**src/hdl/dcachePkg.sv**
```systemverilog
`default_nettype none

package dcachePkg;

    // Fixed geometry.
    localparam int wayCount = 4;
    localparam int lineWords = 8;
    localparam int lineOffsetBits = 5;
    localparam int wordSelBits = 3;

    typedef logic [31:0] cacheWord;
    typedef cacheWord [lineWords-1:0] cacheLine;
    typedef logic [31:0] cacheAddr;
    typedef logic [1:0] wayIndex;

    // Age 0 is the most recent way.
    typedef logic [1:0] wayAge;
    typedef logic [wayCount-1:0] wayMask;

    typedef struct packed {
        logic     valid;
        cacheAddr addr;
    } cacheRequest;

    typedef struct packed {
        logic     valid;
        cacheWord data;
    } cacheResponse;

    typedef struct packed {
        logic     valid;
        cacheAddr lineAddr;
    } refillRequest;

    typedef struct packed {
        logic     valid;
        cacheLine line;
    } refillResponse;

endpackage

`default_nettype wire

```
**src/hdl/replacementLogic.sv**
```systemverilog
`timescale 1ns/10ps
`default_nettype none

module replacementLogic import dcachePkg::*; (
    input  wire wayMask               hitMask,
    input  wire wayMask               readValid,
    input  wire wayAge [wayCount-1:0] readAges,
    input  wire logic                 isRefill,
    output      wayIndex              targetWay,
    output      wayAge [wayCount-1:0] newAges
);

    wayIndex hitWay;
    wayIndex victimWay;
    logic    victimFound;
    wayAge   oldAge;

    always_comb begin
        hitWay = '0;
        victimWay = '0;
        victimFound = 1'b0;
        for (int w = wayCount - 1; w >= 0; w--) begin
            if (hitMask[w]) begin
                hitWay = wayIndex'(w);
            end
        end
        // An empty way wins before the oldest one.
        for (int w = wayCount - 1; w >= 0; w--) begin
            if (!readValid[w]) begin
                victimWay = wayIndex'(w);
                victimFound = 1'b1;
            end
        end
        if (!victimFound) begin
            for (int w = wayCount - 1; w >= 0; w--) begin
                if (readAges[w] == 2'd3) begin
                    victimWay = wayIndex'(w);
                end
            end
        end
    end

    assign targetWay = isRefill ? victimWay : hitWay;
    assign oldAge = readAges[targetWay];

    // Ways younger than the target age by one step.
    always_comb begin
        for (int w = 0; w < wayCount; w++) begin
            if (wayIndex'(w) == targetWay) begin
                newAges[w] = 2'd0;
            end else if (readAges[w] < oldAge) begin
                newAges[w] = readAges[w] + 2'd1;
            end else begin
                newAges[w] = readAges[w];
            end
        end
    end

endmodule

`default_nettype wire

```
**config.mk**
```make
export PLATFORM = sky130hd
export DESIGN_NAME = replacementLogic
export DESIGN_NICKNAME = d
export VERILOG_FILES = /design/src/hdl/dcachePkg.sv /design/src/hdl/replacementLogic.sv
export SDC_FILE = /design/constraint.sdc
export NUM_CORES = 1
export LEC_CHECK = 0
export BUFFER_PORTS_ARGS = -buffer_cell sky130_fd_sc_hd__buf_4
export CAP_MARGIN = 10
export CORE_AREA = 3 3 40 42
export DETAILED_ROUTE_END_ITERATION = 10
export DIE_AREA = 0 0 43 45
export PLACE_DENSITY = 0.78
export RECOVER_POWER = 100
export SYNTH_ARGS = -nofsm -noshare
export SYNTH_HDL_FRONTEND = slang
export SYNTH_SLANG_ARGS = --single-unit
```
**constraint.sdc**
```tcl
create_clock -name vclk -period 4.3
set_input_delay 0.645 -clock vclk [all_inputs]
set_output_delay 0.645 -clock vclk [all_outputs]
set_load 0.005 [all_outputs]
```
==> qor.yml, run 1 <==
hold_class: "input pin to primary output"
vdd_drop_max_mv: 0.0752
crit_family: "compound AO/OA/AOI/OAI gates"
setup_tns_ns: 0
layout_min_cycle_time_ns: 3.74
antenna_found_initial: 0
grt_pass1_wl_mm: 2.29
rsz0062_at_grt: "false"
yosys.area.top_type: "ha_1"
hold_violations: 0
post_drt_wl_per_cell_um: 12.7
fp.dieW_um: 43
post_synth_num_cell_types: 31
dr.pass1.iters: 4
place.gp.congestion: 0.742
syn-num-nets: 86
internal_power_w: 0.0000506
path_cells: "clkbuf_1, ha_1, nand2b_1, a221o_1, o311ai_2, mux2i_1, mux2_1, maj3_1, a21oi_1, clkbuf_4"
yosysWarnings: 0
switching_power_w: 0.0000457
seq_area_um2: 0
postCtsHoldBufs: 0
pwr-share-clk: 0
slew_violations: 0
num_rows: 13
crit_end: "newAges[6]"
finalWirelength_mm: 1.32
finalSetupViolCount: 0
drt-initial-drc-count: 12
placed_cell_area_um2: 676
n_sequential_cell: 0
max_slew_margin: 0.411
syn_to_final_growth_pct: 37.9
grt-ovfl-total: 0
clockBufferCount: 0
power_frac_comb: 1.000
outcome: "completed"
critPathLaunchType: "input pin"
core_um2: 1280
drive_gt1_frac: 0.315
ctsResizeCount: 0
syn_area_per_cell_um2: 7.47
track_usage: 0.143
power_frac_seq: 0
synth_top_area_frac: 0.103
worstSetupEndpointType: "primary output"
power.total_w: 0.0000963
power.leakage_nw: 0.338
grt_pass1_vias: 571
grt_max_degree: 17
vias: 589
drc: 0
power_density_nw_per_um2: 144
holdPathStages: 4
maxCapViolCount: 0
yosysSeqAreaShare: 0
die_area_um2: 1940
yosysMostFrequentCell: "inv_1"
synth_area_um2: 485
path_buf_inv: 2
cp.required_ns: 3.65
worstSetupStartpoint: "readAges[4]"
post_cts_buffers: 0
io_pins: 27
tightestPinTransition_ns: 0.883
final_design_area_no_fill_um2: 669
cp.arrival_ns: 3.10
critical_path.max_fanout: 16
switching_share: 0.475
n_antenna_cell: 0
max_stage_delay_ns: 0.53
vias_per_cell: 5.66
ys_top_cells_by_count: "10 x inv_1, 5 x a21oi_1, 4 x ha_1, 4 x mux2i_1, 4 x nor4_1"
max_freq_ghz: 0.267
finalCritPeriodShare: 0.871
start_util: 0.378
slowest_stage: "mux2_1"
syn_inst: 65
numPortBuffers: 27
nets: 112
worstSetupPathType: "input pin to primary output"
dp_hpwl_mm: 1.06
crit_cells: 10
ant_nets: 0
synth_area_leaders: "ha_1 10%, mux2i_1 8.2%, inv_1 7.7%"
die_h_um: 45
metal layers:
metal,track usage,vias to the layer above,part of all wire
met4,0,0,0
li1,-,303,-
met5,0,-,0
met3,0.0159,0,0.085
met2,0.284,18,0.48
met1,0.174,268,0.44
cells in the final DEF (no fill, tap or decap), types with 3 or more instances in the layout:
| cell | n |
|---|---|
| o211a_1 | 3 |
| inv_1 | 10 |
| mux2i_1 | 4 |
| maj3_1 | 4 |
| buf_4 | 23 |
| nor3_1 | 3 |
| nor4_1 | 4 |
| clkbuf_4 | 3 |
| a21oi_1 | 5 |
| ha_1 | 4 |
cell type report:
cell class | count | area, um2
multi-input cells | 52 | 414
well taps | 15 | 18.8
repair buffers | 27 | 199
fillers | 128 | 616
inverters | 10 | 37.5
per-stage QoR:
stage / util / hold slack, ns / std cells / worst slack, ns
final: 0.521 / 1.65 / 104 / 0.557
after global routing: 0.521 / 1.68 / 104 / 0.350
after CTS: 0.526 / 1.66 / 104 / 0.744
after detailed placement: 0.526 / 1.65 / 104 / 0.750
after global placement: 0.526 / 1.65 / 104 / 0.786
after floorplan: - / 1.38 / 65 / 1.15
how the worst min path moves through the flow:
stage                 from         end  slack, ns
2_1_floorplan  readAges[7]  newAges[7]       1.38
3_3_place_gp   readAges[7]  newAges[7]       1.65
3_5_place_dp   readAges[7]  newAges[7]       1.65
4_1_cts        readAges[7]  newAges[7]       1.66
5_1_grt        readAges[7]  newAges[7]       1.68
6_report       readAges[7]  newAges[7]       1.65
cells by family (layout without fill, tap and decap cells):
family	after synthesis	after routing	synth area share
AOI/OAI and AO/OA	22	22	0.353
muxes	6	6	0.137
adders and majority gates	8	8	0.191
and+or+nand+nor	16	16	0.178
buffers and inverters	13	37	0.142
power groups by stage:
stage | clock (W) | combinational, W | sequential, W
2_1_floorplan | 0 | 0.0000587 | 0
3_3_place_gp | 0 | 0.0000963 | 0
4_1_cts | 0 | 0.0000993 | 0
5_1_grt | 0 | 0.000107 | 0
6_report | 0 | 0.0000963 | 0
3_5_place_dp | 0 | 0.0000988 | 0
Power figures use the tool's default switching activity.
==> run 2, diff against run 1 <==
--- a/config.mk
+++ b/config.mk
@@ -7,3 +7,2 @@
 export LEC_CHECK = 0
-export BUFFER_PORTS_ARGS = -buffer_cell sky130_fd_sc_hd__buf_4
 export CAP_MARGIN = 10
@@ -12,3 +11,4 @@
 export DIE_AREA = 0 0 43 45
-export PLACE_DENSITY = 0.78
+export DONT_BUFFER_PORTS = 1
+export PLACE_DENSITY = 0.6
 export RECOVER_POWER = 100
==> constraint.sdc (replaced) <==
create_clock -name vclk -period 4.3
set_input_delay 0.43 -clock vclk [all_inputs]
set_output_delay 0.43 -clock vclk [all_outputs]
set_load 0.005 [all_outputs]
==> qor.yml, run 2 (synthesis gave the netlist of run 1 again) <==
crit_cells: 8  # -2
dr.pass1.iters: 4  # unchanged
final_common_cell: "inv_1"
post_drt_wl_per_cell_um: 14.5  # +14%
die_h_um: 45  # unchanged
clockBufferCount: 0  # unchanged
finalSetupViolCount: 0  # unchanged
finalCritPeriodShare: 0.712  # -0.158
antenna_found_initial: 0  # unchanged
num_rows: 13  # unchanged
layout.cells.non_filler: 77  # -26%
power_frac_comb: 1.000  # about the same
vias: 490  # -17%
seq_area_um2: 0  # unchanged
grt_max_degree: 17  # unchanged
power_density_nw_per_um2: 127  # -12%
rsz0062_at_grt: "false"
dp_hpwl_um: 903  # -15%
tightestPinTransition_ns: 0.964  # +0.0810 ns
switching_share: 0.564  # +0.0886
path_cells: "ha_1, nand2b_1, a221o_1, o311ai_2, mux2i_1, mux2_1, maj3_1, a21oi_1"
n_sequential_cell: 0  # unchanged
worstSetupEndpointType: "primary output"
holdPathStages: 2  # -2
start_util: 0.378  # unchanged
grt_pass1_wl_mm: 1.89  # -17%
n_antenna_cell: 0  # unchanged
max_slew_margin: 0.357  # -0.0541
dp.cells: 77  # -26%
switching_power_w: 0.0000336  # -26%
post_cts_buffers: 0  # unchanged
core_um2: 1280  # unchanged
postCtsHoldBufs: 0  # unchanged
finalWirelength_mm: 1.12  # -16%
grt_pass1_vias: 451  # -21%
nFillCells: 145  # +13%
slowest_stage: "mux2_1"
place.gp.congestion: 0.730  # -1.6%
numPortBuffers: 0  # -100%
final_cell_mix: "10 x inv_1, 5 x a21oi_1"
drive_gt1_frac: 0.0323  # -0.282
slew_violations: 0  # unchanged
syn_to_final_growth_pct: -3.09
layout_min_cycle_time_ns: 3.06  # -0.680 ns
fp.dieW_um: 43  # unchanged
internal_power_w: 0.0000261  # -48%
power_frac_seq: 0  # unchanged
critPathLaunchType: "input pin"
ant_nets: 0  # unchanged
cp.required_ns: 3.87  # +0.22 ns
ctsResizeCount: 0  # unchanged
max_freq_ghz: 0.326  # +22%
vias_per_cell: 6.36  # +12%
crit_family: "compound AO/OA/AOI/OAI gates"
hold_class: "input pin to primary output"
max_stage_delay_ns: 0.54  # about the same
critical_path.max_fanout: 16  # unchanged
path_buf_inv: 0  # -2
setup_tns_ns: 0  # unchanged
nets: 85  # -24%
worstSetupPathType: "input pin to primary output"
track_usage: 0.116  # -0.0265
io_pins: 27  # unchanged
power.leakage_nw: 0.211  # -37%
drc: 0  # unchanged
cp.arrival_ns: 2.63  # -0.47 ns
hold_violations: 0  # unchanged
maxCapViolCount: 0  # unchanged
die_area_um2: 1940  # unchanged
pwr-share-clk: 0  # unchanged
grt-ovfl-total: 0  # unchanged
outcome: "completed"
vdd_drop_max_mv: 0.0571  # -24%
drt-initial-drc-count: 8  # -4
utilization: 0.366  # -0.155
[run 2: power groups by stage]
stage	registers, W	clock network (W)	logic [W]
final	0	0	0.0000597
after detailed placement	0	0	0.0000613
after floorplan	0	0	0.0000587
after global placement	0	0	0.0000604
after CTS	0	0	0.0000615
after global routing	0	0	0.0000675
[run 2: routing by layer]
| metal | routed length [um] | global-route usage | up-vias |
|---|---|---|---|
| li1 | - | - | 250 |
| met1 | 499 | 0.174 | 217 |
| met2 | 513 | 0.195 | 23 |
| met3 | 102 | 0.00797 | 0 |
| met4 | 0 | 0 | 0 |
| met5 | 0 | 0 | - |
[run 2: through the flow]
step | setup slack (ns) | power, W | hold slack (ns) | area (um2)
floorplan | 1.58 | 0.0000587 | 0.954 | 485
global placement | 1.39 | 0.0000604 | 0.962 | 473
global route | 1.05 | 0.0000675 | 0.982 | 470
CTS | 1.38 | 0.0000615 | 0.966 | 473
finish | 1.24 | 0.0000597 | 0.963 | 470
detailed placement | 1.39 | 0.0000613 | 0.966 | 473
[run 2: final cells by class]
cell class                      count  area [um2]  area share
Multi-Input combinational cell     52         414       0.880
Inverter                           10        37.5      0.0798
Tap cell                           15        18.8      0.0399
[run 2: final timing paths]
| kind | start | to | slack (ns) |
|---|---|---|---|
| hold / removal | readAges[7] | newAges[7] | 0.96 |
| setup / recovery | readAges[4] | newAges[4] | 1.24 |
