`src/hdl/dcachePkg.sv`:
```
`default_nettype none

package dcachePkg;

    // Fixed geometry.
    localparam int wayCount = 4;
    localparam int lineWords = 8;
    localparam int lineOffsetBits = 5;
    localparam int wordSelBits = 3;

    typedef logic [31:0] cacheWord;
    typedef cacheWord [lineWords-1:0] cacheLine;
    typedef logic [31:0] cacheAddr;
    typedef logic [1:0] wayIndex;

    // Age 0 is the most recent way.
    typedef logic [1:0] wayAge;
    typedef logic [wayCount-1:0] wayMask;

    typedef struct packed {
        logic     valid;
        cacheAddr addr;
    } cacheRequest;

    typedef struct packed {
        logic     valid;
        cacheWord data;
    } cacheResponse;

    typedef struct packed {
        logic     valid;
        cacheAddr lineAddr;
    } refillRequest;

    typedef struct packed {
        logic     valid;
        cacheLine line;
    } refillResponse;

endpackage

`default_nettype wire

```
`src/hdl/cacheControl.sv`:
```
`timescale 1ns/10ps
`default_nettype none

module cacheControl import dcachePkg::*; #(
    parameter int setCount = 128
) (
    input  wire logic                                                clk,
    input  wire logic                                                resetn,
    input  wire cacheRequest                                         request,
    input  wire refillResponse                                       refillResp,
    output      cacheResponse                                        response,
    output      refillRequest                                        refill,
    output      logic                                                busy,
    output      logic [$clog2(setCount)-1:0]                         readIndex,
    output      logic [wordSelBits-1:0]                              readWordSel,
    input  wire logic [wayCount-1:0][31-$clog2(setCount)-lineOffsetBits:0] readTags,
    input  wire wayMask                                              readValid,
    input  wire wayAge [wayCount-1:0]                                readAges,
    input  wire cacheWord [wayCount-1:0]                             readWord,
    output      wayMask                                              hitMask,
    output      logic                                                isRefill,
    input  wire wayIndex                                             targetWay,
    input  wire wayAge [wayCount-1:0]                                newAges,
    output      logic                                                tagWrite,
    output      logic                                                dataWrite,
    output      logic [31-$clog2(setCount)-lineOffsetBits:0]         writeTag
);

    localparam int indexBits = $clog2(setCount);
    localparam int tagBits = 32 - indexBits - lineOffsetBits;

    typedef enum logic [1:0] {IDLE, LOOKUP, REFILL, RESPOND} ctrlState;

    ctrlState state;
    cacheAddr reqAddr;
    cacheWord respWord;
    cacheWord hitWord;
    logic     hit;
    logic     refillDone;

    assign busy = state != IDLE;
    assign writeTag = reqAddr[31 -: tagBits];
    assign readWordSel = reqAddr[lineOffsetBits-1 -: wordSelBits];

    // New requests look up their own set while the cache is idle.
    assign readIndex = (state == IDLE) ? request.addr[lineOffsetBits +: indexBits]
                                       : reqAddr[lineOffsetBits +: indexBits];

    always_comb begin
        hitWord = '0;
        for (int w = 0; w < wayCount; w++) begin
            hitMask[w] = readValid[w] && (readTags[w] == writeTag);
            if (hitMask[w]) begin
                hitWord = readWord[w];
            end
        end
    end

    assign hit = |hitMask;
    assign isRefill = (state == LOOKUP && !hit) || state == REFILL;
    assign refillDone = isRefill && refillResp.valid;
    assign tagWrite = (state == LOOKUP && hit) || refillDone;
    assign dataWrite = refillDone;

    assign refill.valid = isRefill;
    assign refill.lineAddr = {reqAddr[31:lineOffsetBits], {lineOffsetBits{1'b0}}};

    assign response.valid = (state == LOOKUP && hit) || state == RESPOND;
    assign response.data = (state == RESPOND) ? respWord : hitWord;

    always_ff @(posedge clk) begin
        if (!resetn) begin
            state <= IDLE;
        end else begin
            case (state)
                IDLE:    if (request.valid) state <= LOOKUP;
                LOOKUP: begin
                    if (hit) begin
                        state <= IDLE;
                    end else if (refillResp.valid) begin
                        state <= RESPOND;
                    end else begin
                        state <= REFILL;
                    end
                end
                REFILL:  if (refillResp.valid) state <= RESPOND;
                default: state <= IDLE;
            endcase
        end
    end

    always_ff @(posedge clk) begin
        if (state == IDLE && request.valid) begin
            reqAddr <= request.addr;
        end
        // Requested word is taken straight from the returned line.
        if (refillDone) begin
            respWord <= refillResp.line[readWordSel];
        end
    end

endmodule

`default_nettype wire

```
`config.mk`:
```
export PLATFORM = sky130hd
export DESIGN_NAME = cacheControl
export DESIGN_NICKNAME = d
export VERILOG_FILES = /design/src/hdl/dcachePkg.sv /design/src/hdl/cacheControl.sv
export SDC_FILE = /design/constraint.sdc
export NUM_CORES = 1
export LEC_CHECK = 0
export BUFFER_PORTS_ARGS = -buffer_cell sky130_fd_sc_hd__buf_2
export CAP_MARGIN = 20
export CORE_AREA = 2 2 241 243
export CTS_CLUSTER_SIZE = 28
export DETAILED_ROUTE_END_ITERATION = 8
export DIE_AREA = 0 0 243 245
export PLACE_DENSITY_LB_ADDON = 0.2
export SLEW_MARGIN = 20
export SYNTH_ARGS = -nofsm -noshare
export SYNTH_HDL_FRONTEND = slang
export SYNTH_SLANG_ARGS = --single-unit
```
`constraint.sdc`:
```
create_clock -name clk -period 5 [get_ports clk]
set_input_delay 0.25 -clock clk [delete_from_list [all_inputs] [get_ports clk]]
set_output_delay 0.25 -clock clk [all_outputs]
set_load 0.01 [all_outputs]
```
==> results of run 1 <==
[worst min-delay path by stage]
stage | startpoint | to | slack [ps] | cells after the start
6_report | request[2] | reqAddr[2]$_DFFE_PP_ | 50 | 1
5_1_grt | request[12] | reqAddr[12]$_DFFE_PP_ | 30 | 1
4_1_cts | request[2] | reqAddr[2]$_DFFE_PP_ | 10 | 1
3_5_place_dp | request[2] | reqAddr[2]$_DFFE_PP_ | 430 | 1
3_3_place_gp | request[29] | reqAddr[29]$_DFFE_PP_ | 430 | 1
2_1_floorplan | request[10] | reqAddr[10]$_DFFE_PP_ | 350 | 0
[per-layer routing]
layer | vias to the layer above | track usage [%] | part of all wire, % | wire length, um
met4 | 4 | 4.20 | 2.2 | 852
met2 | 392 | 23.9 | 53 | 20800
li1 | 3348 | - | - | -
met1 | 3540 | 14.2 | 39 | 15400
met5 | - | 0 | 0.068 | 27
met3 | 33 | 2.94 | 6.2 | 2440
[cells in the mapped netlist (2+ instances only)]
| master | n |
|---|---|
| edfxtp_1 | 62 |
| buf_6 | 4 |
| nor3_1 | 3 |
| xor2_1 | 29 |
| nand2_1 | 7 |
| nor2b_1 | 2 |
| a21o_1 | 2 |
| nor4_2 | 3 |
| and2_1 | 2 |
| mux2_2 | 39 |
| a31oi_1 | 32 |
| buf_4 | 28 |
| buf_2 | 11 |
| inv_1 | 3 |
| and4_1 | 2 |
| nor2_1 | 3 |
| o21ai_0 | 34 |
| nor4_1 | 8 |
| nand3_1 | 5 |
| clkbuf_1 | 31 |
| dfxtp_1 | 2 |
| xnor2_1 | 51 |
| mux4_2 | 64 |
| nor3b_1 | 3 |
| a221oi_1 | 31 |
| o21ai_1 | 32 |
| nand4_1 | 17 |
| and3_1 | 33 |
[critical path, delay by kind of cell, from the launching register on]
family	cells	cell delay [ps]
AND/OR/NAND/NOR	3	1550
buffers and inverters	3	640
flip-flops	1	590
AO/OA/AOI/OAI	2	230
XOR/XNOR	1	220
[per-stage QoR]
stage | power [mW] | std cells | area, um2
finish | 2.18 | 1880 | 10400
detailed placement | 1.56 | 1864 | 10100
CTS | 2.24 | 1879 | 10400
global route | 2.31 | 1879 | 10400
floorplan | 1.15 | 559 | 6400
global placement | 1.56 | 1864 | 10100
[placed cells by master, fill, tap and decap left out, drive strengths merged, types with 2 or more instances in the layout]
cell type	netlist	layout
buf	44	615
o21ai	66	66
mux4	64	64
edfxtp	62	62
xnor2	51	51
mux2	39	39
and3	33	33
a31oi	32	32
a221oi	32	32
xor2	29	29
nand4	17	17
clkbuf	31	11
nor4	11	11
nand2	7	7
nand3	5	5
conb	1	5
nor3	3	3
nor2	3	3
nor3b	3	3
clkinv	0	3
inv	3	2
nor2b	2	2
a21o	2	2
dfxtp	2	2
and4	2	2
or2	2	2
and2	2	2
[logic make-up (layout without fill, tap and decap cells)]
logic type      Yosys count  after routing  synth area share (%)
compound gates          136            136                  13.7
simple gates             92             92                  9.03
buf+inv                  78            633                  6.91
flops                    64             64                  29.8
mux                     104            104                  29.6
xor+xnor                 80             80                  11.0
other cells               1              6                0.0587
[report_power, final]
part           internal (mW)  total [mW]  switching (mW)  leakage (nW)
Clock                  0.381       0.654           0.273         0.133
Combinational          0.419       0.798           0.379          3.83
Sequential             0.668       0.731          0.0635         0.598
[final cells by class]
type	count	area [um2]	share of cell area (%)
inverters	3	11.3	0.108
diodes	1	2.50	0.0241
well taps	765	957	9.20
flip-flops and latches	64	1900	18.3
clock buffers	11	233	2.24
repair buffers	615	3140	30.2
clock inverters	4	46.3	0.445
multi-input cells	417	4110	39.5
[registers in the layout (all words and copies together), names as in the netlist]
signal    cells
respWord     32
reqAddr      30
state         2
==> impl_metrics.tcl, run 1 <==
set metrics [dict create \
    status "finished, final reports clean" \
    synth_seq_cells 64 \
    drtIter0Drc 290 \
    via_per_inst 3.89 \
    worstPathRequired_ps 4750 \
    routedWlPerCell_um 21.0 \
    r2r_start "reqAddr[25]$_DFFE_PP_" \
    r2r_end "respWord[14]$_DFFE_PP_" \
    rrSetupSlack_ps 1400 \
    hold_buffers 0 \
    antenna_found_initial 3 \
    cts.repair.resized 0 \
    holdWs_ps 50.7 \
    cp_max_fo 22 \
    p_leak_nw 4.56 \
    final.period_utilization_pct 77.7 \
    end_kind "output pin" \
    yosysSeqAreaShare_pct 29.8 \
    hold_viol_final 0 \
    clk_pin_slew_ps 60 \
    crit_end "response[2]" \
    coreArea_um2 57000 \
    cp_slowest_stage_delay_ps 760 \
    grt-ovfl-total 0 \
    clock_skew_ps 9.68 \
    rsz0062_at_grt "no" \
    synthCells 555 \
    htreeDepth 3 \
    max_freq_mhz 257 \
    worstRegToRegCells 7 \
    clock_latency_ps 370 \
    worst_pin_slew_ps 943 \
    syn_avg_cell_area_um2 11.5 \
    drive_above_1_share_pct 66.8 \
    yosysTopAreaCell "edfxtp_1" \
    synth.area.top_cells "edfxtp_1 29%, mux4_2 23%, xnor2_1 7.0%, mux2_2 6.9%, a221oi_1 4.2%" \
    wl_um 39500 \
    cp.arrival_ps 3630 \
    fill_cells 6446 \
    rows 88 \
    path_cells "xnor2_1, nand4_1, nor3_1, and3_2, buf_12, a221oi_1, buf_4, o21ai_1, buf_2" \
    io_buffers 600 \
    antenna_left 0 \
    ys.flop_type "edfxtp_1" \
    detailed_place_hpwl_um 33000 \
    die_x_um 243 \
    synth_top_area_share_pct 29.1 \
    cts_sinks 64 \
    area_growth_pct 62.8 \
    nets 1632 \
    grt_start_max_net_pins 66 \
    drt-pass1-iter-count 6 \
    synth_edf_count 62 \
    cts-root-buf "clkbuf_16" \
    synth_warnings 0 \
    dieArea_um2 59500 \
    grt_usage_pct 12.8 \
    utilization_pct 18.2 \
    first_global_vias 7835 \
    drcViolationCount 0 \
    max_slew_margin_pct 37.2 \
    io_pins 626 \
    die_h_um 245 \
    report.final.slew_viol_count 0 \
    via_count 7317 \
    cap_violations 0 \
    startpoint "reqAddr[25]$_DFFE_PP_" \
    irDropWorstVdd_v 0.000161 \
    gp_congestion 0.879 \
    initial_core_util_pct 11.2 \
    dpl_worst_slack_ps 1370 \
    startpoint_type "register" \
    finalSetupViolCount 0 \
    power_density_nw_per_um2 210 \
    hold_class "primary input to register" \
    synth-async-reset-ratio_pct 0 \
    final.setup.worst_slack_ps 1120 \
    grt_pass1_wl_um 53900 \
    tritoncts "built" \
    fin_setup_tns_ps 0 \
    post_cts_buffers 0 \
    critPathKind "register to output pin" \
    clock_path_buffers 2 \
    syn_area_um2 6390 \
    tritoncts.num_buffers 9 \
    slowest_stage "and3_2" \
    period_minus_slack_ps 3880 \
    ys_types 40 \
]
Power figures use the tool's default switching activity.
==> run 2, diff against run 1 <==
Settings changed: CORE_AREA 2 2 241 243 to 2 2 244 246, DIE_AREA 0 0 243 245 to 0 0 246 248.
Clock period 5 ns to 3.2 ns, I/O delays scaled along.
==> impl_metrics.tcl, run 2 (synthesized netlist as in run 1, its figures left out) <==
set metrics [dict create \
    status "finished, final reports clean" \
    coreArea_um2 58500 \
    hold_viol_final 0 \
    internal_power_mw 2.59 \
    cp_max_fo 5 \
    dieArea_um2 61000 \
    mostFrequentLayoutCells "600 x buf_2, 64 x mux4_2, 62 x buf_4, 62 x edfxtp_1, 43 x xnor2_1" \
    htreeDepth 3 \
    top_register "respWord" \
    initial_core_util_pct 10.9 \
    final_common_cell "buf_2" \
    cts_sinks 64 \
    tritoncts.num_buffers 9 \
    dpl.cell_count 1891 \
    drcViolationCount 0 \
    antenna_found_initial 5 \
    min_from "refillResp[256]" \
    worstRegToRegCells 11 \
    via_per_inst 3.86 \
    irDropWorstVdd_v 0.000271 \
    switchingPower_mw 1.25 \
    clk_pin_slew_ps 80 \
    crit_end "response[0]" \
    clock_path_buffers 2 \
    final_cells 1986 \
    dpl_worst_slack_ps 176 \
    via_count 7663 \
    drt-pass1-iter-count 5 \
    critPathKind "register to output pin" \
    stdcell_area_um2 11600 \
    grt_usage_pct 12.9 \
    detailed_place_hpwl_um 32900 \
    drtIter0Drc 275 \
    rows 89 \
    fin_total_pwr_mw 3.84 \
    report.final.slew_viol_count 0 \
    p_leak_nw 5.16 \
    die_h_um 248 \
    io_buffers 600 \
    startpoint "reqAddr[26]$_DFFE_PP_" \
    first_global_vias 8200 \
    seqPwrFrac_pct 29.1 \
    cap_violations 0 \
    cp.arrival_ps 2950 \
    r2r_start "reqAddr[26]$_DFFE_PP_" \
    p_clk_share_pct 33.0 \
    cts-root-buf "clkbuf_16" \
    drive_above_1_share_pct 68.5 \
    grt_pass1_wl_um 55300 \
    clock_skew_ps 14.7 \
    worstPathRequired_ps 3040 \
    period_minus_slack_ps 3110 \
    max_slew_margin_pct 62.9 \
    hold_class "primary input to register" \
    whs_path_depth 2 \
    io_pins 626 \
    final.setup.worst_slack_ps 87.9 \
    power_frac_comb_pct 37.9 \
    end_kind "output pin" \
    largestRegisters "respWord x32, reqAddr x30, state x2" \
    startpoint_type "register" \
    die_x_um 246 \
    clock_latency_ps 380 \
    largest_register_ffs 32 \
    power_density_nw_per_um2 332 \
    worst_pin_slew_ps 551 \
    wl_um 41300 \
    netSwitchingFraction_pct 32.5 \
    area_growth_pct 80.9 \
    utilization_pct 19.8 \
    routedWlPerCell_um 20.8 \
    holdWs_ps 91.3 \
    grt_start_max_net_pins 66 \
    nets 1728 \
    finalSetupViolCount 0 \
    rrSetupSlack_ps 250 \
    max_freq_mhz 321 \
    tritoncts "built" \
    gp_congestion 0.894 \
    fin_setup_tns_ps 0 \
    final.period_utilization_pct 97.3 \
    antenna_left 0 \
    r2r_end "respWord[24]$_DFFE_PP_" \
    dpl_cell_area_um2 10400 \
    grt-ovfl-total 0 \
]
## run 2: cell types whose count changed in the layout (fill, tap and decap cells not counted), sizes merged
cell,delta
buf,+64
dlygate4sd3,+31
bufinv,+2
clkbuf,-2
bufbuf,+1
diode,+1
inv,+1
## run 2: worst max-delay path, cell delays in order (launching register included)
cell and delay (ps):
edfxtp_1 470, xor2_1 190, nor4_2 410, nand4_1 160
buf_6 170, a311oi_4 370, buf_12 180, buf_12 110
a221oi_1 100, o21ai_1 230, buf_2 180
## run 2: worst min path at each step
stage                            end  slack, ps
2_1_floorplan  reqAddr[10]$_DFFE_PP_        260
3_3_place_gp   reqAddr[12]$_DFFE_PP_        340
3_5_place_dp   reqAddr[21]$_DFFE_PP_        340
4_1_cts        state[0]$_SDFFE_PN0P_         50
5_1_grt        state[0]$_SDFFE_PN0P_         50
6_report       state[0]$_SDFFE_PN0P_         90
## run 2: repair_timing
action	CTS	global route
setup buffers	25	21
hold endpoints to repair	31	0
cloned	1	0
pin swaps	7	9
hold buffers	31	0
endpoints found under the setup margin	33	22
resized for setup	8	22
## run 2: area by class of cell
type | instances | area, um2
multi-input cells | 417 | 4210
repair buffers | 711 | 4120
clock buffers | 9 | 225
fillers | 6533 | 46900
well taps | 773 | 967
clock inverters | 7 | 120
flip-flops and latches | 64 | 1900
inverters | 3 | 13.8
diodes | 2 | 5.00
## run 2: layer usage
layer | track usage (%) | vias up | routed length [um]
li1 | - | 3536 | -
met1 | 14.0 | 3670 | 15500
met2 | 24.0 | 408 | 21600
met3 | 3.42 | 45 | 3290
met4 | 4.26 | 4 | 973
met5 | 0 | - | 24
## run 2: power by group through the flow
stage	logic [mW]	clock network, mW	registers, mW
floorplan	0.672	0	1.13
global placement	1.31	0	1.17
detailed placement	1.31	0	1.17
CTS	1.45	1.35	1.13
global route	1.58	1.36	1.13
finish	1.45	1.27	1.12
